===== src/common/axi_rd_pkg.sv =====
package axi_rd_pkg;

	////////////////////
	// widths
	////////////////////
	localparam int ADDR_W     = 32;
	localparam int DATA_W     = 32;
	localparam int ID_W       = 4;
	localparam int MEM_WORDS  = 256;
	localparam int WORD_IDX_W = 8;

	////////////////////
	// timing
	////////////////////
	// cycles from write acceptance to sram commit
	localparam int WRITE_COMMIT_CYCLES = 4;
	// slave wait states between ar handshake and rvalid
	localparam int READ_WAIT_CYCLES    = 2;

	typedef logic [ADDR_W-1:0]     addr_t;
	typedef logic [DATA_W-1:0]     data_t;
	typedef logic [ID_W-1:0]       id_t;
	typedef logic [WORD_IDX_W-1:0] word_idx_t;

	// master address phase, one-hot
	typedef enum logic [1:0] {
		RADDR_IDLE = 2'b01,
		RADDR_REQ  = 2'b10
	} raddr_state_e;

	// master data phase, one-hot
	typedef enum logic [1:0] {
		RDATA_IDLE     = 2'b01,
		RDATA_TRANSFER = 2'b10
	} rdata_state_e;

	typedef enum logic [2:0] {
		SLV_IDLE    = 3'b001,
		SLV_WAIT    = 3'b010,
		SLV_RESPOND = 3'b100
	} slave_state_e;

endpackage


===== src/source/write_commit_buffer.sv =====
module write_commit_buffer (
	input  logic                    ACLK,
	input  logic                    ARESETn,
	// core write port
	input  logic                    wen,
	input  axi_rd_pkg::addr_t       waddr,
	input  axi_rd_pkg::data_t       wdata,
	output logic                    wready,
	// hazard info for the read master
	output logic                    writing,
	output axi_rd_pkg::addr_t       pending_addr,
	// commit into the sram
	output logic                    commit_en,
	output axi_rd_pkg::word_idx_t   commit_idx,
	output axi_rd_pkg::data_t       commit_data
);
	import axi_rd_pkg::*;

	logic [$clog2(WRITE_COMMIT_CYCLES+1)-1:0] commit_cnt;
	data_t data_q;
	logic  accept;

	// one entry, so no new write until the commit is done
	assign wready = wen && !writing;
	assign accept = wready;

	////////////////////
	// commit countdown
	////////////////////
	always_ff @(posedge ACLK) begin
		if (!ARESETn) begin
			writing    <= 1'b0;
			commit_en  <= 1'b0;
			commit_cnt <= '0;
		end else if (accept) begin
			writing    <= 1'b1;
			commit_cnt <= $bits(commit_cnt)'(WRITE_COMMIT_CYCLES - 1);
		end else if (commit_en) begin
			// sram takes the word on this edge
			writing   <= 1'b0;
			commit_en <= 1'b0;
		end else if (writing) begin
			if (commit_cnt == '0) begin
				commit_en <= 1'b1;
			end else begin
				commit_cnt <= commit_cnt - 1'b1;
			end
		end
	end

	// held write
	always_ff @(posedge ACLK) begin
		if (accept) begin
			pending_addr <= waddr;
			data_q       <= wdata;
		end
	end

	// byte address to word index
	assign commit_idx  = pending_addr[WORD_IDX_W+1:2];
	assign commit_data = data_q;

	commit_inside_write: assert property (@(posedge ACLK) disable iff (!ARESETn)
		$rose(commit_en) |-> writing && $past(writing));

endmodule


===== config.mk =====
export PLATFORM = sky130hd
export DESIGN_NAME = write_commit_buffer
export DESIGN_NICKNAME = d
export VERILOG_FILES = /design/src/common/axi_rd_pkg.sv /design/src/source/write_commit_buffer.sv
export SDC_FILE = /design/constraint.sdc
export NUM_CORES = 1
export LEC_CHECK = 0
export BUFFER_PORTS_ARGS = -buffer_cell sky130_fd_sc_hd__buf_4
export CAP_MARGIN = 40
export CORE_MARGIN = 4
export CORE_UTILIZATION = 47
export CTS_BUF_LIST = sky130_fd_sc_hd__clkbuf_2 sky130_fd_sc_hd__clkbuf_4 sky130_fd_sc_hd__clkbuf_8
export CTS_CLUSTER_SIZE = 25
export DETAILED_ROUTE_END_ITERATION = 10
export PLACE_DENSITY = 0.94
export SLEW_MARGIN = 0
export SYNTH_ARGS = -nofsm -noshare
export SYNTH_HDL_FRONTEND = slang
export SYNTH_SLANG_ARGS = --single-unit

===== constraint.sdc =====
create_clock -name ACLK -period 3.3 [get_ports ACLK]
set_input_delay 0.33 -clock ACLK [delete_from_list [all_inputs] [get_ports ACLK]]
set_output_delay 0.33 -clock ACLK [all_outputs]
set_load 0.005 [all_outputs]

Yosys cells after proc, flatten, opt, wreduce, memory -nomap -nowiden
Cells that the tools add are included.

Register bits: 69. Input bits: 67. Output and inout bits: 75. Word-level logic and storage cells: 29.

Add/subtract/negate cells: 1. Equality and inequality tests: 2. Muxes and demuxes: 9. Bitwise logic cells: 3. Reduce and logical (&&, ||, !) cells: 8.

Operator list (number): 2-to-1 mux 2 bit (4); AND reduction 3 bit (2); 2-to-1 mux 1 bit (5); inequality test 2 bit, second input constant (2); nonzero test 2 bit (2); zero test 3 bit (1); NOT 1 bit (3); subtractor 3 x 1 -> 3 bit, second input constant (1); OR reduction 2 bit (1); logical AND 1 bit (1); zero test 1 bit (1).

Logic depth before layout (Yosys ltp)
Word-level depth: 5. Mapped depth: 5. Gate-level depth less buffers: 5.

Worst setup path after synthesis
OpenSTA, ideal clock, no wires.

Path type: input to register. From: in wen. To: reg commit_cnt[2]. Library setup time: 0.116 ns. Arrival: 1.662 ns. Required time: 3.184 ns. Slack: 1.522 ns. Stages: 4. Path buffers: 1. Path through: nor2b_1 -> buf_2 -> nor3_1 -> a41o_1.

Longest elaborated chain between the ends: 2.

Ends and longest elaborated chain: start, declared (line write_commit_buffer.sv:5) `input logic wen,`; logical AND 1 bit (line write_commit_buffer.sv:24) `assign wready = wen && !writing;`; via wready (line write_commit_buffer.sv:8) `output logic wready,`; OR reduction 2 bit (no line); end signal, assigned (line write_commit_buffer.sv:37) `commit_cnt <= $bits(commit_cnt)'(WRITE_COMMIT_CYCLES - 1);`; end signal, assigned (line write_commit_buffer.sv:46) `commit_cnt <= commit_cnt - 1'b1;`; end, declared (line write_commit_buffer.sv:19) `logic [$clog2(WRITE_COMMIT_CYCLES+1)-1:0] commit_cnt;`.

The timed path passes the listed nets, and every way through them passes these cells. A chain may end at the register's enable or synchronous reset.

Worst setup path after layout
From: reg writing. To: out wready.

Longest elaborated chain between the ends: 2.

Ends and longest elaborated chain: start, declared (line write_commit_buffer.sv:10) `output logic writing,`; start signal, assigned (line write_commit_buffer.sv:32) `writing <= 1'b0;`; start signal, assigned (line write_commit_buffer.sv:36) `writing <= 1'b1;`; start signal, assigned (line write_commit_buffer.sv:40) `writing <= 1'b0;`; zero test 1 bit (line write_commit_buffer.sv:24); logical AND 1 bit (line write_commit_buffer.sv:24); end, declared (line write_commit_buffer.sv:8).

No other way between the ends.

==> impl_metrics.env <==
export IMPL_placed_area_sq_mm=0.00333
export IMPL_synthCells=99
export IMPL_row_count=24
export IMPL_p_leak_nw=1.53
export IMPL_routed_via_density=4.80
export IMPL_globalplace_congestion=0.759
export IMPL_clock_latency_ns=0.32
export IMPL_final_cell_mix="141 x buf_4, 64 x edfxtp_1, 9 x clkbuf_8, 5 x dfxtp_1, 4 x inv_1"
export IMPL_maxCapViolations=0
export IMPL_cp_arrival_ns=1.78
export IMPL_grt_pass1_vias=1544
export IMPL_status="completed"
export IMPL_port_buffers=141
export IMPL_drive_gt1_share_pct=65.0
export IMPL_cts_hold_buf=0
export IMPL_fin_crit_sh_pct=64.0
export IMPL_synthDistinctLibCells=17
export IMPL_drc=0
export IMPL_htree_num_levels=3
export IMPL_die_h_um=77.3
export IMPL_vias=1431
export IMPL_worst_path_max_fanout=46
export IMPL_worstHoldPathCells=1
export IMPL_wl_mm=5.44
export IMPL_drt_iter0_drc=64
export IMPL_cts_tree="done"
export IMPL_slew_violations=0
export IMPL_area_growth_pct=57.8
export IMPL_worst_setup_path_start_kind="flip-flop"
export IMPL_fmax_mhz=474
export IMPL_clock_root_buffer="clkbuf_8"
export IMPL_crit_type="reg2out"
export IMPL_ant_nets=0
export IMPL_worstSetupEndpointType="output pin"
export IMPL_r2r_slack_ns=1.58
export IMPL_fin_crit_ns=2.11
export IMPL_syn_area_sq_mm=0.00226
export IMPL_slew_headroom_pct=50.4
export IMPL_clock_skew_ns=0.00286
export IMPL_reg2reg_from="writing"
export IMPL_grt_max_degree=47
export IMPL_wire_per_inst_um=18.3
export IMPL_core_area_sq_mm=0.00450
export IMPL_die_w_um=77.3
export IMPL_finalSetupTns_ns=0
export IMPL_ir_drop_mv=0.407
export IMPL_clk_pin_slew_ns=0.07
export IMPL_initial_core_util_pct=50.2
export IMPL_cts_setup_buffers=0
export IMPL_yosys_warnings=0
export IMPL_avgSynthCellArea_sq_um=22.8
export IMPL_hold_violations=0
export IMPL_r2r_end="commit_cnt[1]"
export IMPL_cts_buffers=9
export IMPL_n_antenna_cell=0
export IMPL_required_ns=2.97
export IMPL_ioPinCount=142
export IMPL_dp_hpwl_mm=4.31
export IMPL_r2r_cells=4
export IMPL_synth_seq_area_share_pct=89.5
export IMPL_setup_violations=0
export IMPL_gr_usage_all_layers_pct=18.1
export IMPL_cts_sinks=69
export IMPL_hold_end="pending_addr[24]"
export IMPL_design_area_sq_mm=0.00357
export IMPL_ctsResizeCount=0
export IMPL_ys_ff_latch=69
export IMPL_min_from="waddr[24]"
export IMPL_p_per_area_mw_per_mm2=574
export IMPL_tightest_slew_ns=0.743
export IMPL_clockBufferDepth=2
export IMPL_nFillCells=257
export IMPL_first_pass_iters=4
export IMPL_dieArea_sq_mm=0.00598
export IMPL_final_nets=311
export IMPL_antenna_found_initial=0
export IMPL_grt_overflow=0
export IMPL_min_path_type="in2reg"
export IMPL_synth_net_count=168
export IMPL_layout_commonest_cell="buf_4"
export IMPL_grt_pass1_wl_mm=8.16
export IMPL_rsz0062_at_grt="no"
## cell families after synthesis
logic type | share of synthesized area (%)
and+or+nand+nor | 1.88
adders and majority gates | 1.11
DFF | 89.5
buffers and inverters | 4.04
AOI/OAI and AO/OA | 3.49
## final cells by class
type | count | area [sq um] | share of cell area [%]
Sequential cell | 69 | 2020 | 56.7
Timing Repair Buffer | 142 | 1080 | 30.2
Clock buffer | 10 | 131 | 3.68
Multi-Input combinational cell | 16 | 154 | 4.32
Tap cell | 52 | 65.1 | 1.82
Clock inverter | 5 | 100 | 2.81
Inverter | 4 | 15.0 | 0.421
## metrics by stage
stage	hold WS (ns)	std cells	worst slack [ns]	total power [mW]	utilization (%)
after floorplan	0.429	99	1.52	1.13	-
after global placement	0.473	283	1.48	1.27	74.0
after detailed placement	0.484	283	1.43	1.28	74.0
after CTS	0.166	298	1.17	2.07	79.2
after global routing	0.157	298	1.05	2.13	79.2
final	0.181	298	1.19	2.05	79.2
## state kept, by name, indices dropped and copies added, names as in the netlist
name and cells:
writing 1, pending_addr 32, commit_cnt 3, commit_data 32, commit_en 1
## synthesized netlist by cell type
cell / instances / area share (%)
a2111oi_4: 1 / 1.2
edfxtp_1: 64 / 85
nor2b_1: 1 / 0.28
nor2_1: 3 / 0.50
nor3_1: 1 / 0.22
nand2b_1: 1 / 0.28
nor2b_4: 1 / 0.61
a211oi_1: 2 / 0.66
a32oi_1: 1 / 0.39
a311oi_1: 2 / 0.78
buf_2: 1 / 0.22
buf_6: 1 / 0.50
a41o_1: 1 / 0.44
inv_1: 4 / 0.66
dfxtp_1: 5 / 4.4
ha_1: 2 / 1.1
buf_4: 8 / 2.7
## how the worst max path moves through the flow
stage	start	end	slack [ns]	cells past startpoint
after floorplan	wen	commit_cnt[2]	1.52	4
after global placement	wen	wready	1.48	4
after detailed placement	wen	wready	1.43	4
after CTS	writing	wready	1.17	3
after global routing	writing	wready	1.05	3
final	writing	wready	1.19	3
## routing by layer
metal | GRT usage (%) | vias to the layer above | share of wire (%)
li1 | - | 660 | -
met1 | 18.6 | 661 | 35
met2 | 30.7 | 100 | 51
met3 | 8.45 | 10 | 12
met4 | 9.61 | 0 | 2.8
met5 | 0 | - | 0
## power by group
part	internal [mW]	leakage [nW]	switching, mW
Clock	0.504	0.120	0.282
Sequential	1.03	0.654	0.0223
Combinational	0.129	0.755	0.0852
Total	1.66	1.53	0.390
## critical path, stage by stage, from the launching register on
cell	delay (ns)
dfxtp_1	0.35
nor2b_4	0.61
buf_12	0.33
buf_4	0.16
Note: power is estimated with default switching activity, not from simulation.
