`src/common/axi_rd_pkg.sv`:
```
package axi_rd_pkg;

	////////////////////
	// widths
	////////////////////
	localparam int ADDR_W     = 32;
	localparam int DATA_W     = 32;
	localparam int ID_W       = 4;
	localparam int MEM_WORDS  = 256;
	localparam int WORD_IDX_W = 8;

	////////////////////
	// timing
	////////////////////
	// cycles from write acceptance to sram commit
	localparam int WRITE_COMMIT_CYCLES = 4;
	// slave wait states between ar handshake and rvalid
	localparam int READ_WAIT_CYCLES    = 2;

	typedef logic [ADDR_W-1:0]     addr_t;
	typedef logic [DATA_W-1:0]     data_t;
	typedef logic [ID_W-1:0]       id_t;
	typedef logic [WORD_IDX_W-1:0] word_idx_t;

	// master address phase, one-hot
	typedef enum logic [1:0] {
		RADDR_IDLE = 2'b01,
		RADDR_REQ  = 2'b10
	} raddr_state_e;

	// master data phase, one-hot
	typedef enum logic [1:0] {
		RDATA_IDLE     = 2'b01,
		RDATA_TRANSFER = 2'b10
	} rdata_state_e;

	typedef enum logic [2:0] {
		SLV_IDLE    = 3'b001,
		SLV_WAIT    = 3'b010,
		SLV_RESPOND = 3'b100
	} slave_state_e;

endpackage

```
`src/axi_read_master/axi_read_master.sv`:
```
module axi_read_master (
	input  logic              ACLK,
	input  logic              ARESETn,
	// core read port
	input  logic              ren,
	input  axi_rd_pkg::addr_t araddr,
	input  axi_rd_pkg::id_t   arid,
	output logic              raddr_ok,
	output axi_rd_pkg::data_t rdata,
	output axi_rd_pkg::id_t   rid,
	output logic              rdata_ok,
	// pending write from the commit buffer
	input  logic              writing,
	input  axi_rd_pkg::addr_t pending_addr,
	// axi read address channel
	output axi_rd_pkg::addr_t araddr_axi,
	output axi_rd_pkg::id_t   arid_axi,
	output logic              arvalid,
	input  logic              arready,
	// axi read data channel
	input  axi_rd_pkg::data_t rdata_axi,
	input  axi_rd_pkg::id_t   rid_axi,
	input  logic              rlast,
	input  logic              rvalid,
	output logic              rready
);
	import axi_rd_pkg::*;

	raddr_state_e raddr_state;
	raddr_state_e raddr_state_nxt;
	rdata_state_e rdata_state;
	rdata_state_e rdata_state_nxt;

	logic arvalid_q;
	logic hazard;
	logic req_accept;
	logic ar_hs;
	logic r_last_hs;

	////////////////////
	// handshakes
	////////////////////
	// new request only when both phases are idle
	assign raddr_ok   = ren && (raddr_state == RADDR_IDLE) && (rdata_state == RDATA_IDLE);
	assign req_accept = raddr_ok;

	assign ar_hs     = arvalid && arready;
	assign r_last_hs = rvalid && rready && rlast;

	// hold back arvalid while a write to the same word waits for commit
	assign hazard  = writing && (pending_addr[ADDR_W-1:2] == araddr_axi[ADDR_W-1:2]);
	assign arvalid = arvalid_q && !hazard;

	////////////////////
	// state machines
	////////////////////
	always_ff @(posedge ACLK) begin
		if (!ARESETn) begin
			raddr_state <= RADDR_IDLE;
			rdata_state <= RDATA_IDLE;
		end else begin
			raddr_state <= raddr_state_nxt;
			rdata_state <= rdata_state_nxt;
		end
	end

	// address phase
	always_comb begin
		raddr_state_nxt = raddr_state;
		case (raddr_state)
			RADDR_IDLE: begin
				if (req_accept) begin
					raddr_state_nxt = RADDR_REQ;
				end
			end
			RADDR_REQ: begin
				if (ar_hs) begin
					raddr_state_nxt = RADDR_IDLE;
				end
			end
			default: raddr_state_nxt = RADDR_IDLE;
		endcase
	end

	// data phase, single beat only
	always_comb begin
		rdata_state_nxt = rdata_state;
		case (rdata_state)
			RDATA_IDLE: begin
				if (ar_hs) begin
					rdata_state_nxt = RDATA_TRANSFER;
				end
			end
			RDATA_TRANSFER: begin
				if (r_last_hs) begin
					rdata_state_nxt = RDATA_IDLE;
				end
			end
			default: rdata_state_nxt = RDATA_IDLE;
		endcase
	end

	////////////////////
	// channel control
	////////////////////
	always_ff @(posedge ACLK) begin
		if (!ARESETn) begin
			arvalid_q <= 1'b0;
			rready    <= 1'b0;
			rdata_ok  <= 1'b0;
		end else begin
			if (req_accept) begin
				arvalid_q <= 1'b1;
			end else if (ar_hs) begin
				arvalid_q <= 1'b0;
			end
			if (ar_hs) begin
				rready <= 1'b1;
			end else if (r_last_hs) begin
				rready <= 1'b0;
			end
			rdata_ok <= r_last_hs;
		end
	end

	// request payload, held until the ar handshake
	always_ff @(posedge ACLK) begin
		if (req_accept) begin
			araddr_axi <= araddr;
			arid_axi   <= arid;
		end
	end

	// last beat back to the core
	always_ff @(posedge ACLK) begin
		if (r_last_hs) begin
			rdata <= rdata_axi;
			rid   <= rid_axi;
		end
	end

	ar_payload_stable: assert property (@(posedge ACLK) disable iff (!ARESETn)
		arvalid && !arready |=> arvalid && $stable(araddr_axi) && $stable(arid_axi));

	rdata_ok_single_pulse: assert property (@(posedge ACLK) disable iff (!ARESETn)
		rdata_ok |=> !rdata_ok);

endmodule

```
`config.mk`:
```
export PLATFORM = sky130hd
export DESIGN_NAME = axi_read_master
export DESIGN_NICKNAME = d
export VERILOG_FILES = /design/src/common/axi_rd_pkg.sv /design/src/axi_read_master/axi_read_master.sv
export SDC_FILE = /design/constraint.sdc
export NUM_CORES = 1
export LEC_CHECK = 0
export BUFFER_PORTS_ARGS = -buffer_cell sky130_fd_sc_hd__buf_2
export CAP_MARGIN = 20
export CORE_UTILIZATION = 37
export CTS_CLUSTER_DIAMETER = 60
export DETAILED_ROUTE_END_ITERATION = 16
export PLACE_DENSITY = 0.82
export SYNTH_ARGS = -nofsm -noshare
export SYNTH_HDL_FRONTEND = slang
export SYNTH_SLANG_ARGS = --single-unit
```
`constraint.sdc`:
```
create_clock -name ACLK -period 1.8 [get_ports ACLK]
set_input_delay 0.36 -clock ACLK [delete_from_list [all_inputs] [get_ports ACLK]]
set_output_delay 0.36 -clock ACLK [all_outputs]
set_load 0.03 [all_outputs]
```
Yosys cells after proc, flatten, opt, wreduce, memory -nomap -nowiden

Cells that the tools add are included.
Widths: inputs -> output; s select.

Bits in writable memories: 0
Flip-flop bits (word level): 79
Output and inout bits: 76
Bits of input ports: 111
Memories: 0
Memory bits (read-only): 0
Bits in latches: 0
Word-level logic and storage cells: 40

Multiplexer cells: 10
Add/sub/neg operators: 0
Shifts and indexed selects: 0
Reduce and logical (&&, ||, !) cells: 12
Divide/modulo/power cells: 0
Eq/ne operators: 9
Bitwise gates (word level): 0
Magnitude comparators: 0
Multipliers: 0

Operators with widths:

| kind               | number |
|---|---|
| $eq 30x30->1       | 1 |
| $mux 2             | 4 |
| $ne 2x2->1 const B | 4 |
| $pmux 2 s2         | 2 |
| $logic_and 1x1->1  | 7 |
| $eq 2x1->1 const B | 2 |
| $eq 2x2->1 const B | 2 |
| $mux 1             | 4 |
| $reduce_and 2->1   | 2 |
| $reduce_bool 2->1  | 2 |
| $logic_not 1->1    | 1 |

Depth between registers and ports, before layout

Gate-level depths: netlist of run 1.

Depth after elaboration: 7
Depth in mapped cells: 5

Worst setup path before layout of run 1

Ideal clock, no wire load.

Path kind: register to register
From: register rdata_state[1]
To: register raddr_state[0]
Cell stages (with the launch flop): 6
Slack: -0.299 ns
Required time: 1.685 ns
Data arrival time: 1.983 ns
Clock period less this slack: 2.099 ns
Library setup time: 0.115 ns
Cells stage by stage: dfxtp_1 nor2_1 nand4_1 inv_1 o21ai_0 a31o_1

Word-level cells in the longest chain between the ends: 4

Ends and longest elaborated chain:

| item                       | line                  | source |
|---|---|---|
| start: declaration         | axi_read_master.sv:31 | `rdata_state_e rdata_state;` |
| start signal: assignment   | axi_read_master.sv:63 | `rdata_state <= rdata_state_nxt;` |
| $eq 2x1->1                 | axi_read_master.sv:44 | `assign raddr_ok = ren && (raddr_state == RADDR_IDLE) && (rdata_state == RDATA_IDLE);` |
| $logic_and 1x1->1          | axi_read_master.sv:44 |  |
| named net raddr_ok         | axi_read_master.sv:8  | `output logic raddr_ok,` |
| $ne 2x2->1 (no line)       | n/a                   |  |
| $reduce_and 2->1 (no line) | n/a                   |  |
| end signal: assignment     | axi_read_master.sv:62 | `raddr_state <= raddr_state_nxt;` |
| end: declaration           | axi_read_master.sv:29 | `raddr_state_e raddr_state;` |

The timed path passes the listed nets, and every way through them passes these cells.
A chain may end at the register's enable or synchronous reset.

Final worst setup path of run 1

From: register araddr_axi[29]
To: output arvalid

Word-level cells in the longest chain between the ends: 4

Ends and longest elaborated chain:

| item                     | line                   | source |
|---|---|---|
| start: declaration       | axi_read_master.sv:16  | `output axi_rd_pkg::addr_t araddr_axi,` |
| start signal: assignment | axi_read_master.sv:129 | `araddr_axi <= araddr;` |
| $eq 30x30->1             | axi_read_master.sv:51  | `assign hazard = writing && (pending_addr[ADDR_W-1:2] == araddr_axi[ADDR_W-1:2]);` |
| $logic_and 1x1->1        | axi_read_master.sv:51  |  |
| $logic_not 1->1          | axi_read_master.sv:52  | `assign arvalid = arvalid_q && !hazard;` |
| $logic_and 1x1->1        | axi_read_master.sv:52  |  |
| end: declaration         | axi_read_master.sv:18  | `output logic arvalid,` |

No other way between the ends.

==> results of run 1 <==
-- synthesized netlist by cell type, drive strengths merged --
| cell type | n |
|---|---|
| xnor2 | 19 |
| a41o | 1 |
| o21ai | 2 |
| inv | 2 |
| and3 | 1 |
| nor4 | 4 |
| nor2 | 1 |
| nand3 | 1 |
| and2 | 3 |
| dfxtp | 7 |
| nor2b | 2 |
| nand4 | 7 |
| a41oi | 1 |
| edfxtp | 72 |
| a31o | 2 |
| and4b | 1 |
| xor2 | 11 |
| a31oi | 2 |
-- stage by stage --
step	utilization	setup slack, ns	area (µm²)	setup TNS (ns)
finish	0.580	-0.493	4210	-0.942
global route	0.580	-0.615	4210	-1.71
CTS	0.575	-0.517	4170	-0.871
detailed placement	0.538	-0.201	3900	-0.267
global placement	0.538	-0.169	3900	-0.169
floorplan	-	-0.0669	2780	-0.0669
-- how the worst max path moves through the flow --
stage | cells after the start | from | to
floorplan | 5 | araddr_axi[3] | arvalid
global placement | 8 | pending_addr[3] | arvalid
detailed placement | 8 | pending_addr[13] | arvalid
CTS | 7 | araddr_axi[14] | arvalid
global route | 7 | araddr_axi[29] | arvalid
finish | 7 | araddr_axi[29] | arvalid
-- state kept, by name, summed over array words and instances (netlist names) --
| signal | cells |
|---|---|
| rready | 1 |
| arid_axi | 4 |
| arvalid_q | 1 |
| rdata_ok | 1 |
| araddr_axi | 32 |
| rid | 4 |
| rdata_state | 2 |
| rdata | 32 |
| raddr_state | 2 |
-- layout make-up --
cell class	instances	area [µm²]
Sequential cell	79	2300
Inverter	2	11.3
Tap cell	99	124
Multi-Input combinational cell	58	489
Timing Repair Buffer	199	1060
Fill cell	582	3040
Clock inverter	3	65.1
Clock buffer	13	159
-- worst register-to-register path, cell delays in order, from the launching register on --
cell,delay (ns)
edfxtp_1,0.42
xnor2_1,0.18
nand4_1,0.15
nor4_2,0.31
buf_4,0.17
nand4_4,0.08
buf_4,0.16
buf_4,0.14
a41o_1,0.22
-- where the power goes --
part           switching [mW]  internal (mW)
sequential             0.0477           2.11
combinational           0.339          0.236
clock                   0.592          0.856
total                   0.978           3.21
-- routing by layer --
metal	wire (µm)	up-vias	part of all wire	global-route usage
met5	0	-	0	0
met1	2370	889	0.36	0.154
met4	119	0	0.018	0.0792
met3	728	11	0.11	0.0690
li1	-	953	-	-
met2	3340	132	0.51	0.296
-- cells by family after synthesis --
| family | after synthesis | share of synthesized area |
|---|---|---|
| buffers and inverters | 2 | 0.00271 |
| DFF | 79 | 0.830 |
| and+or+nand+nor | 20 | 0.0518 |
| xor gates and xnor gates | 30 | 0.0947 |
| AOI/OAI and AO/OA | 8 | 0.0212 |
-- what timing repair did --
action                     in CTS  in global routing
pin swaps                       6                  8
gates resized for setup         4                  4
buffers inserted                4                  3
setup endpoints to repair       3                  8
==> metrics.md, run 1 <==
| Metric | Value |
|---|---|
| Status | `finished with violations` |
| Failing checks | `setup timing` |
| Post-synthesis register bit count | `79` |
| Number of diodes | `0` |
| Setup violations, final | `7` |
| Worst Path Arrival | `1.93 ns` |
| Post-placement cell count | `430` |
| Period Utilization, post-route | `1.27` |
| R2r worst-path depth | `8` |
| Ratio of cells with drive above 1 in the final layout | `0.621` |
| FP Rows | `31` |
| Reg2Reg Setup Slack | `-0.12 ns` |
| Clk pin slew, worst setup/hold paths | `0.08 ns` |
| Hold_buf cts | `0` |
| Vias per cell | `4.38` |
| Hold EP | `araddr_axi[28]` |
| Worst setup SP type | `register` |
| Critical path's top delay family | `simple AND/OR/NAND/NOR gates` |
| Clock tree from TritonCTS | `built` |
| Starting Density | `0.383` |
| Synthesis Warnings | `0` |
| Die width | `88.6 µm` |
| Worst clock skew | `0.00745 ns` |
| Worst-Margin Slew | `0.358 ns` |
| RSZ-0062 raised after global routing | `yes` |
| Cells taking the most area after synthesis | `edfxtp_1 78%, xnor2_1 6.0%, dfxtp_1 5.0%` |
| Distinct cells, synth | `20` |
| Max Clk Rate | `436 MHz` |
| VDD IR max | `0.651 mV` |
| Yosys top cell area share | `0.779` |
| Hold Path Stages | `1` |
| Via count | `1985` |
| Slowest cell delay on critical path | `0.42 ns` |
| WL final | `6.56 mm` |
| CP max FO | `2` |
| Non-filler cells, final | `453` |
| CTS H-tree lvls | `3` |
| Gr usage total | `0.161` |
| Port Buf Inserts | `184` |
| Iter 0 DRT Violations | `59` |
| Sequential share of the synthesized area | `0.830` |
| Clock sink total | `79` |
| Worst hold-check path type | `primary input to register` |
| Die height | `88.6 µm` |
| Pwr per Cell Area | `994 nW/µm²` |
| Most frequent cells in the layout | `182 x buf_2, 72 x edfxtp_1, 19 x xnor2_1` |
| Tmin final | `2.29 ns` |
| Slew margin rel. | `0.759` |
| LEAKAGE | `1.81 nW` |
| Most common cell after layout, fill and taps aside | `buf_2` |
| Max-Cap Viols | `0` |
| Overflow after GRT | `0` |
| Final ANT Viol Nets | `0` |
| Num CTS Buffers | `9` |
| Syn Nets | `250` |
| Top-Level Pins | `187` |
| Final Hold Slack | `0.189 ns` |
| Post-Synthesis Cells | `139` |
| Slowest-stage cell, CP | `edfxtp_1` |
| Number of global-route vias before repair | `1889` |
| Buf/Inv on CP | `2` |
| Post-Syn Area per Cell | `20.0 µm²` |
| Max-slew violations | `0` |
| Hold Crit Start | `araddr[28]` |
| CTS root buf | `clkbuf_8` |
| Mapped Area | `2780 µm²` |
| CP Capture Type | `output pin` |
| Gpl congestion | `0.705` |
| Hold Fails Final Rpt | `0` |
| Fin nets | `460` |
| Setup CP Type | `register to output pin` |
| Cell Chain, Critical Path | `xnor2_1, nand4_1, nor4_2, buf_4, nand4_4, and2_4, buf_6` |
| Antenna violations before repair | `0` |
| Required @ worst endpoint | `1.44 ns` |
| Largest net degree at the start of global routing | `37` |
| Die Footprint | `7850 µm²` |
| DRC Markers | `0` |
| CTS Buffer Depth | `2` |
| Final worst setup slack | `-0.493 ns` |
| Layout area overhead | `51.7%` |
| Skew-Pair Late Insertion Delay | `0.34 ns` |
| Power, Total | `4.18 mW` |
| First-pass GRT wire length | `8.70 mm` |
| Yosys top cell by area | `edfxtp_1` |
| Dpl hpwl | `4.98 mm` |
| Worst r2r src | `araddr_axi[29]` |
| Core box area | `7250 µm²` |
| Drt first pass iters | `4` |
| Worst R2R End | `rdata_state[1]` |
| Post-DR wirelength/cell | `14.5 µm` |
Note: power is estimated with default switching activity, not from simulation.
==> inputs of run 2 (changes only) <==
- CORE_UTILIZATION: 37 -> 39
- CTS_BUF_LIST: default -> sky130_fd_sc_hd__clkbuf_2 sky130_fd_sc_hd__clkbuf_4 sky130_fd_sc_hd__clkbuf_8
- PLACE_DENSITY: 0.82 -> 0.86
==> run 2 against run 1 <==
Net effect: the run still ends with setup timing left; die area shrank 5.0%; power up 3.6%; combinational power down 1%; register-to-register slack gained 0.06 ns; sequential power barely moved; flip-flop and latch count unchanged; sequential share of layout area down 0.21 points; cell count down 1.3%; maximum frequency is 2.7% higher; first-iteration DRC count shrank 31%; design area grew 0.39%; clock skew rose by 0.0035 ns; critical path type unchanged.
==> metrics.md, run 2 (synthesized netlist as in run 1, its figures left out) <==
| Metric | Value |
|---|---|
| Clock sink total | `79` |
| CTS root buf | `clkbuf_8` |
| Gpl congestion | `0.666` |
| Post-DR wirelength/cell | `14.1 µm` |
| CP max FO | `2` |
| Number of global-route vias before repair | `2048` |
| Reg power frac | `0.499` |
| Placed instance area | `3910 µm²` |
| Hold Fails Final Rpt | `0` |
| Net switching power | `1.02 mW` |
| Pwr per Cell Area | `1030 nW/µm²` |
| WL final | `6.29 mm` |
| Post-placement cell count | `427` |
| Num CTS Buffers | `9` |
| Worst hold-check path type | `primary input to register` |
| Cell Chain, Critical Path | `xnor2_2, nand4_1, nor4_2, nand4_2, and2_4, buf_6` |
| Core box area | `6830 µm²` |
| Pint | `3.32 mW` |
| First-pass GRT wire length | `8.86 mm` |
| Slowest cell delay on critical path | `0.44 ns` |
| Fin area | `4230 µm²` |
| Failing checks | `setup timing` |
| Worst-Margin Slew | `0.257 ns` |
| Crit path depth | `6` |
| Switching share of power | `0.235` |
| Die Footprint | `7460 µm²` |
| Slowest-stage cell, CP | `edfxtp_1` |
| Non-filler cells, final | `447` |
| Tmin final | `2.23 ns` |
| Reg2Reg Setup Slack | `-0.06 ns` |
| Period Utilization, post-route | `1.24` |
| Setup WS pre-CTS | `-0.182 ns` |
| Port Buf Inserts | `184` |
| Overflow after GRT | `0` |
| Top-Level Pins | `187` |
| RSZ-0062 raised after global routing | `yes` |
| Die height | `86.4 µm` |
| Required @ worst endpoint | `1.44 ns` |
| Max Clk Rate | `448 MHz` |
| Max-slew violations | `0` |
| Fin util | `0.618` |
| Logic pwr share | `0.131` |
| Final ANT Viol Nets | `0` |
| Most frequent cells in the layout | `183 x buf_2, 72 x edfxtp_1, 16 x xnor2_1` |
| Starting Density | `0.406` |
| Status | `finished with violations` |
| Fin nets | `457` |
| Gr usage total | `0.164` |
| Number of diodes | `0` |
| Clock power share | `0.370` |
| Crit. Startpoint | `araddr_axi[14]` |
| Filler cells | `525` |
| LEAKAGE | `1.82 nW` |
| Ratio of cells with drive above 1 in the final layout | `0.630` |
| Worst Path Arrival | `1.87 ns` |
| R2r worst-path depth | `7` |
| FP Rows | `30` |
| CP Capture Type | `output pin` |
| Via count | `2007` |
| Worst R2R End | `rdata_state[1]` |
| Hold_buf cts | `0` |
| DRC Markers | `0` |
| Buf/Inv on CP | `1` |
| Setup violations, final | `4` |
| Worst clock skew | `0.0110 ns` |
| Hold Crit Start | `rdata_axi[22]` |
| Die width | `86.4 µm` |
| Worst r2r src | `araddr_axi[14]` |
| Clk pin slew, worst setup/hold paths | `0.09 ns` |
| Layout area overhead | `52.3%` |
| Worst setup SP type | `register` |
| Largest net degree at the start of global routing | `38` |
| Slew margin rel. | `0.827` |
| CTS H-tree lvls | `3` |
| Most common cell after layout, fill and taps aside | `buf_2` |
| Critical path's top delay family | `simple AND/OR/NAND/NOR gates` |
| Biggest regs | `araddr_axi (32), rdata (32)` |
| Setup CP Type | `register to output pin` |
| Vias per cell | `4.49` |
| CTS Buffer Depth | `2` |
| Setup TNS after final layout | `-0.565 ns` |
| Max-Cap Viols | `0` |
| Drt first pass iters | `4` |
| Final Hold Slack | `0.184 ns` |
| Power, Total | `4.34 mW` |
| Clock tree from TritonCTS | `built` |
| End of the critical path | `arvalid` |
| Antenna violations before repair | `0` |
| Skew-Pair Late Insertion Delay | `0.34 ns` |
| VDD IR max | `0.582 mV` |
| Iter 0 DRT Violations | `41` |
| Dpl hpwl | `4.86 mm` |
| Final worst setup slack | `-0.432 ns` |
## run 2: area by class of cell
| class | instances | area, µm² | area share |
|---|---|---|---|
| Clock buffer | 10 | 138 | 0.0326 |
| Multi-Input combinational cell | 58 | 497 | 0.118 |
| Timing Repair Buffer | 196 | 1040 | 0.247 |
| Clock inverter | 6 | 115 | 0.0272 |
| Tap cell | 96 | 120 | 0.0284 |
| Sequential cell | 79 | 2300 | 0.545 |
| Inverter | 2 | 11.3 | 0.00267 |
## run 2: what timing repair did
action	4_1_cts	5_1_grt
endpoints found under the hold margin	0	0
cloned	0	0
pin swaps	6	4
buffers inserted	2	2
setup endpoints to repair	2	8
gates resized for setup	3	3
## run 2: worst min path at each step
stage,end,slack [ns],cells past startpoint
2_1_floorplan,araddr_axi[0],0.46,0
3_3_place_gp,rdata[31],0.54,1
3_5_place_dp,araddr_axi[23],0.54,1
4_1_cts,araddr_axi[23],0.16,1
5_1_grt,rdata[22],0.16,1
6_report,rdata[22],0.18,1
## run 2: power groups by stage
| stage | Sequential, mW | Clock, mW | Combinational [mW] |
|---|---|---|---|
| floorplan | 2.36 | 0 | 0.140 |
| global placement | 2.20 | 0 | 0.536 |
| detailed placement | 2.20 | 0 | 0.551 |
| CTS | 2.16 | 1.65 | 0.559 |
| global route | 2.17 | 1.71 | 0.603 |
| finish | 2.16 | 1.60 | 0.569 |
## run 2: layer usage
layer / global-route usage / wire (µm)
met2: 0.293 / 3170
met5: 0 / 0
met3: 0.0762 / 754
met4: 0.0955 / 107
met1: 0.154 / 2260
==> inputs of run 3 (changes only) <==
- PLACE_DENSITY: 0.86 -> 0.76
==> run 3 against run 2 <==
Net effect: the flow still finishes with violations (setup timing); die area stayed put; cell count is 0.22% lower; maximum frequency is 0.43% lower; utilization is 0.59 points lower; critical path type unchanged.
==> metrics.md, run 3 (synthesized netlist as in run 1, its figures left out) <==
| Metric | Value |
|---|---|
| CTS Buffer Depth | `2` |
| VDD IR max | `0.555 mV` |
| Drt first pass iters | `4` |
| Worst r2r src | `araddr_axi[2]` |
| Largest net degree at the start of global routing | `38` |
| Status | `finished with violations` |
| Gr usage total | `0.166` |
| Final Hold Slack | `0.188 ns` |
| Reg2Reg Setup Slack | `-0.06 ns` |
| Worst setup SP type | `register` |
| R2r worst-path depth | `7` |
| Worst R2R End | `rdata_state[1]` |
| Gpl congestion | `0.759` |
| FP Rows | `30` |
| Vias per cell | `4.52` |
| Tmin final | `2.24 ns` |
| Num CTS Buffers | `9` |
| Layout area overhead | `50.8%` |
| Setup violations, final | `4` |
| Max-Cap Viols | `0` |
| Fin area | `4190 µm²` |
| LEAKAGE | `1.79 nW` |
| Worst Path Arrival | `1.88 ns` |
| Fin util | `0.613` |
| Die width | `86.4 µm` |
| Starting Density | `0.406` |
| First-pass GRT wire length | `8.99 mm` |
| Number of diodes | `0` |
| Ratio of cells with drive above 1 in the final layout | `0.620` |
| Failing checks | `setup timing` |
| Worst clock skew | `0.0131 ns` |
| Final worst setup slack | `-0.442 ns` |
| Max-slew violations | `0` |
| Die height | `86.4 µm` |
| Number of global-route vias before repair | `1985` |
| Clock sink total | `79` |
| Die Footprint | `7460 µm²` |
| Required @ worst endpoint | `1.44 ns` |
| Antenna violations before repair | `0` |
| Max Clk Rate | `446 MHz` |
| Hold Fails Final Rpt | `0` |
| Dpl hpwl | `4.83 mm` |
| Clk pin slew, worst setup/hold paths | `0.09 ns` |
| CP Capture Type | `output pin` |
| Iter 0 DRT Violations | `58` |
| Period Utilization, post-route | `1.25` |
| Hold_buf cts | `0` |
| Post-DR wirelength/cell | `14.1 µm` |
| Placed instance area | `3900 µm²` |
| Worst hold-check path type | `primary input to register` |
| Setup TNS after final layout | `-0.570 ns` |
| Port Buf Inserts | `184` |
| Pwr per Cell Area | `955 nW/µm²` |
| Clock tree from TritonCTS | `built` |
| Hold Crit Start | `araddr[11]` |
| Worst-Margin Slew | `0.472 ns` |
| CP max FO | `2` |
| Fin nets | `456` |
| DRC Markers | `0` |
| Via count | `2016` |
| Skew-Pair Late Insertion Delay | `0.34 ns` |
| CTS root buf | `clkbuf_8` |
| WL final | `6.28 mm` |
| RSZ-0062 raised after global routing | `yes` |
| Most frequent cells in the layout | `182 x buf_2, 72 x edfxtp_1, 19 x xnor2_1` |
| Hold EP | `araddr_axi[11]` |
| CTS H-tree lvls | `3` |
| Hold Path Stages | `1` |
| Core box area | `6830 µm²` |
| Top-Level Pins | `187` |
| Slew margin rel. | `0.682` |
| Power, Total | `4.00 mW` |
| Final ANT Viol Nets | `0` |
| Biggest regs | `araddr_axi (32), rdata (32)` |
| Setup CP Type | `register to output pin` |
| Most common cell after layout, fill and taps aside | `buf_2` |
| Overflow after GRT | `0` |
## run 3: changes by cell type in the layout (fill, tap and decap cells not counted), sizes merged
cell,before,now
bufinv,3,1
clkinv,1,3
buf,196,195
clkinvlp,2,3
inv,2,1
## run 3: where the power goes
part / internal (mW) / switching [mW] / total [mW] / leakage (nW)
sequential: 2.11 / 0.0452 / 2.16 / 0.724
clock: 0.649 / 0.616 / 1.27 / 0.0910
combinational: 0.233 / 0.339 / 0.572 / 0.975
total: 3.00 / 1.00 / 4.00 / 1.79
## run 3: how the worst max path moves through the flow
| stage | slack [ns] | end | start | cells past startpoint |
|---|---|---|---|---|
| 6_report | -0.44 | arvalid | araddr_axi[2] | 6 |
| 5_1_grt | -0.61 | arvalid | araddr_axi[16] | 7 |
| 4_1_cts | -0.52 | arvalid | araddr_axi[16] | 7 |
| 3_5_place_dp | -0.26 | arvalid | pending_addr[16] | 8 |
| 3_3_place_gp | -0.19 | arvalid | pending_addr[19] | 7 |
| 2_1_floorplan | -0.07 | arvalid | araddr_axi[3] | 5 |
## run 3: repair_timing
action / CTS / global route
buffers inserted: 1 / 3
setup endpoints to repair: 7 / 7
gates resized for setup: 6 / 5
pin swaps: 0 / 1
## run 3: cell type report
type	instances	area, µm²
clock inverters	6	61.3
multi-input cells	58	514
fillers	548	2650
inverters	2	11.3
clock buffers	10	131
flip-flops and latches	79	2300
repair buffers	195	1040
well taps	96	120
## run 3: metrics by stage
stage               setup slack, ns  instances
global route                 -0.612        446
finish                       -0.442        446
global placement             -0.195        426
detailed placement           -0.259        426
CTS                          -0.520        443
floorplan                   -0.0669        139
## run 3: critical path, stage by stage, from the launching register on
cell and delay (ns):
edfxtp_1 0.40, xnor2_1 0.21, nand4_1 0.20, nor4_4 0.30, nand4_4 0.13, and2_4 0.17
buf_6 0.13
## run 3: metal layers
layer,vias to the layer above,track usage,wire [µm]
li1,946,-,-
met1,924,0.174,2300
met2,137,0.286,3070
met3,9,0.0657,803
met4,0,0.0864,106
met5,-,0,0
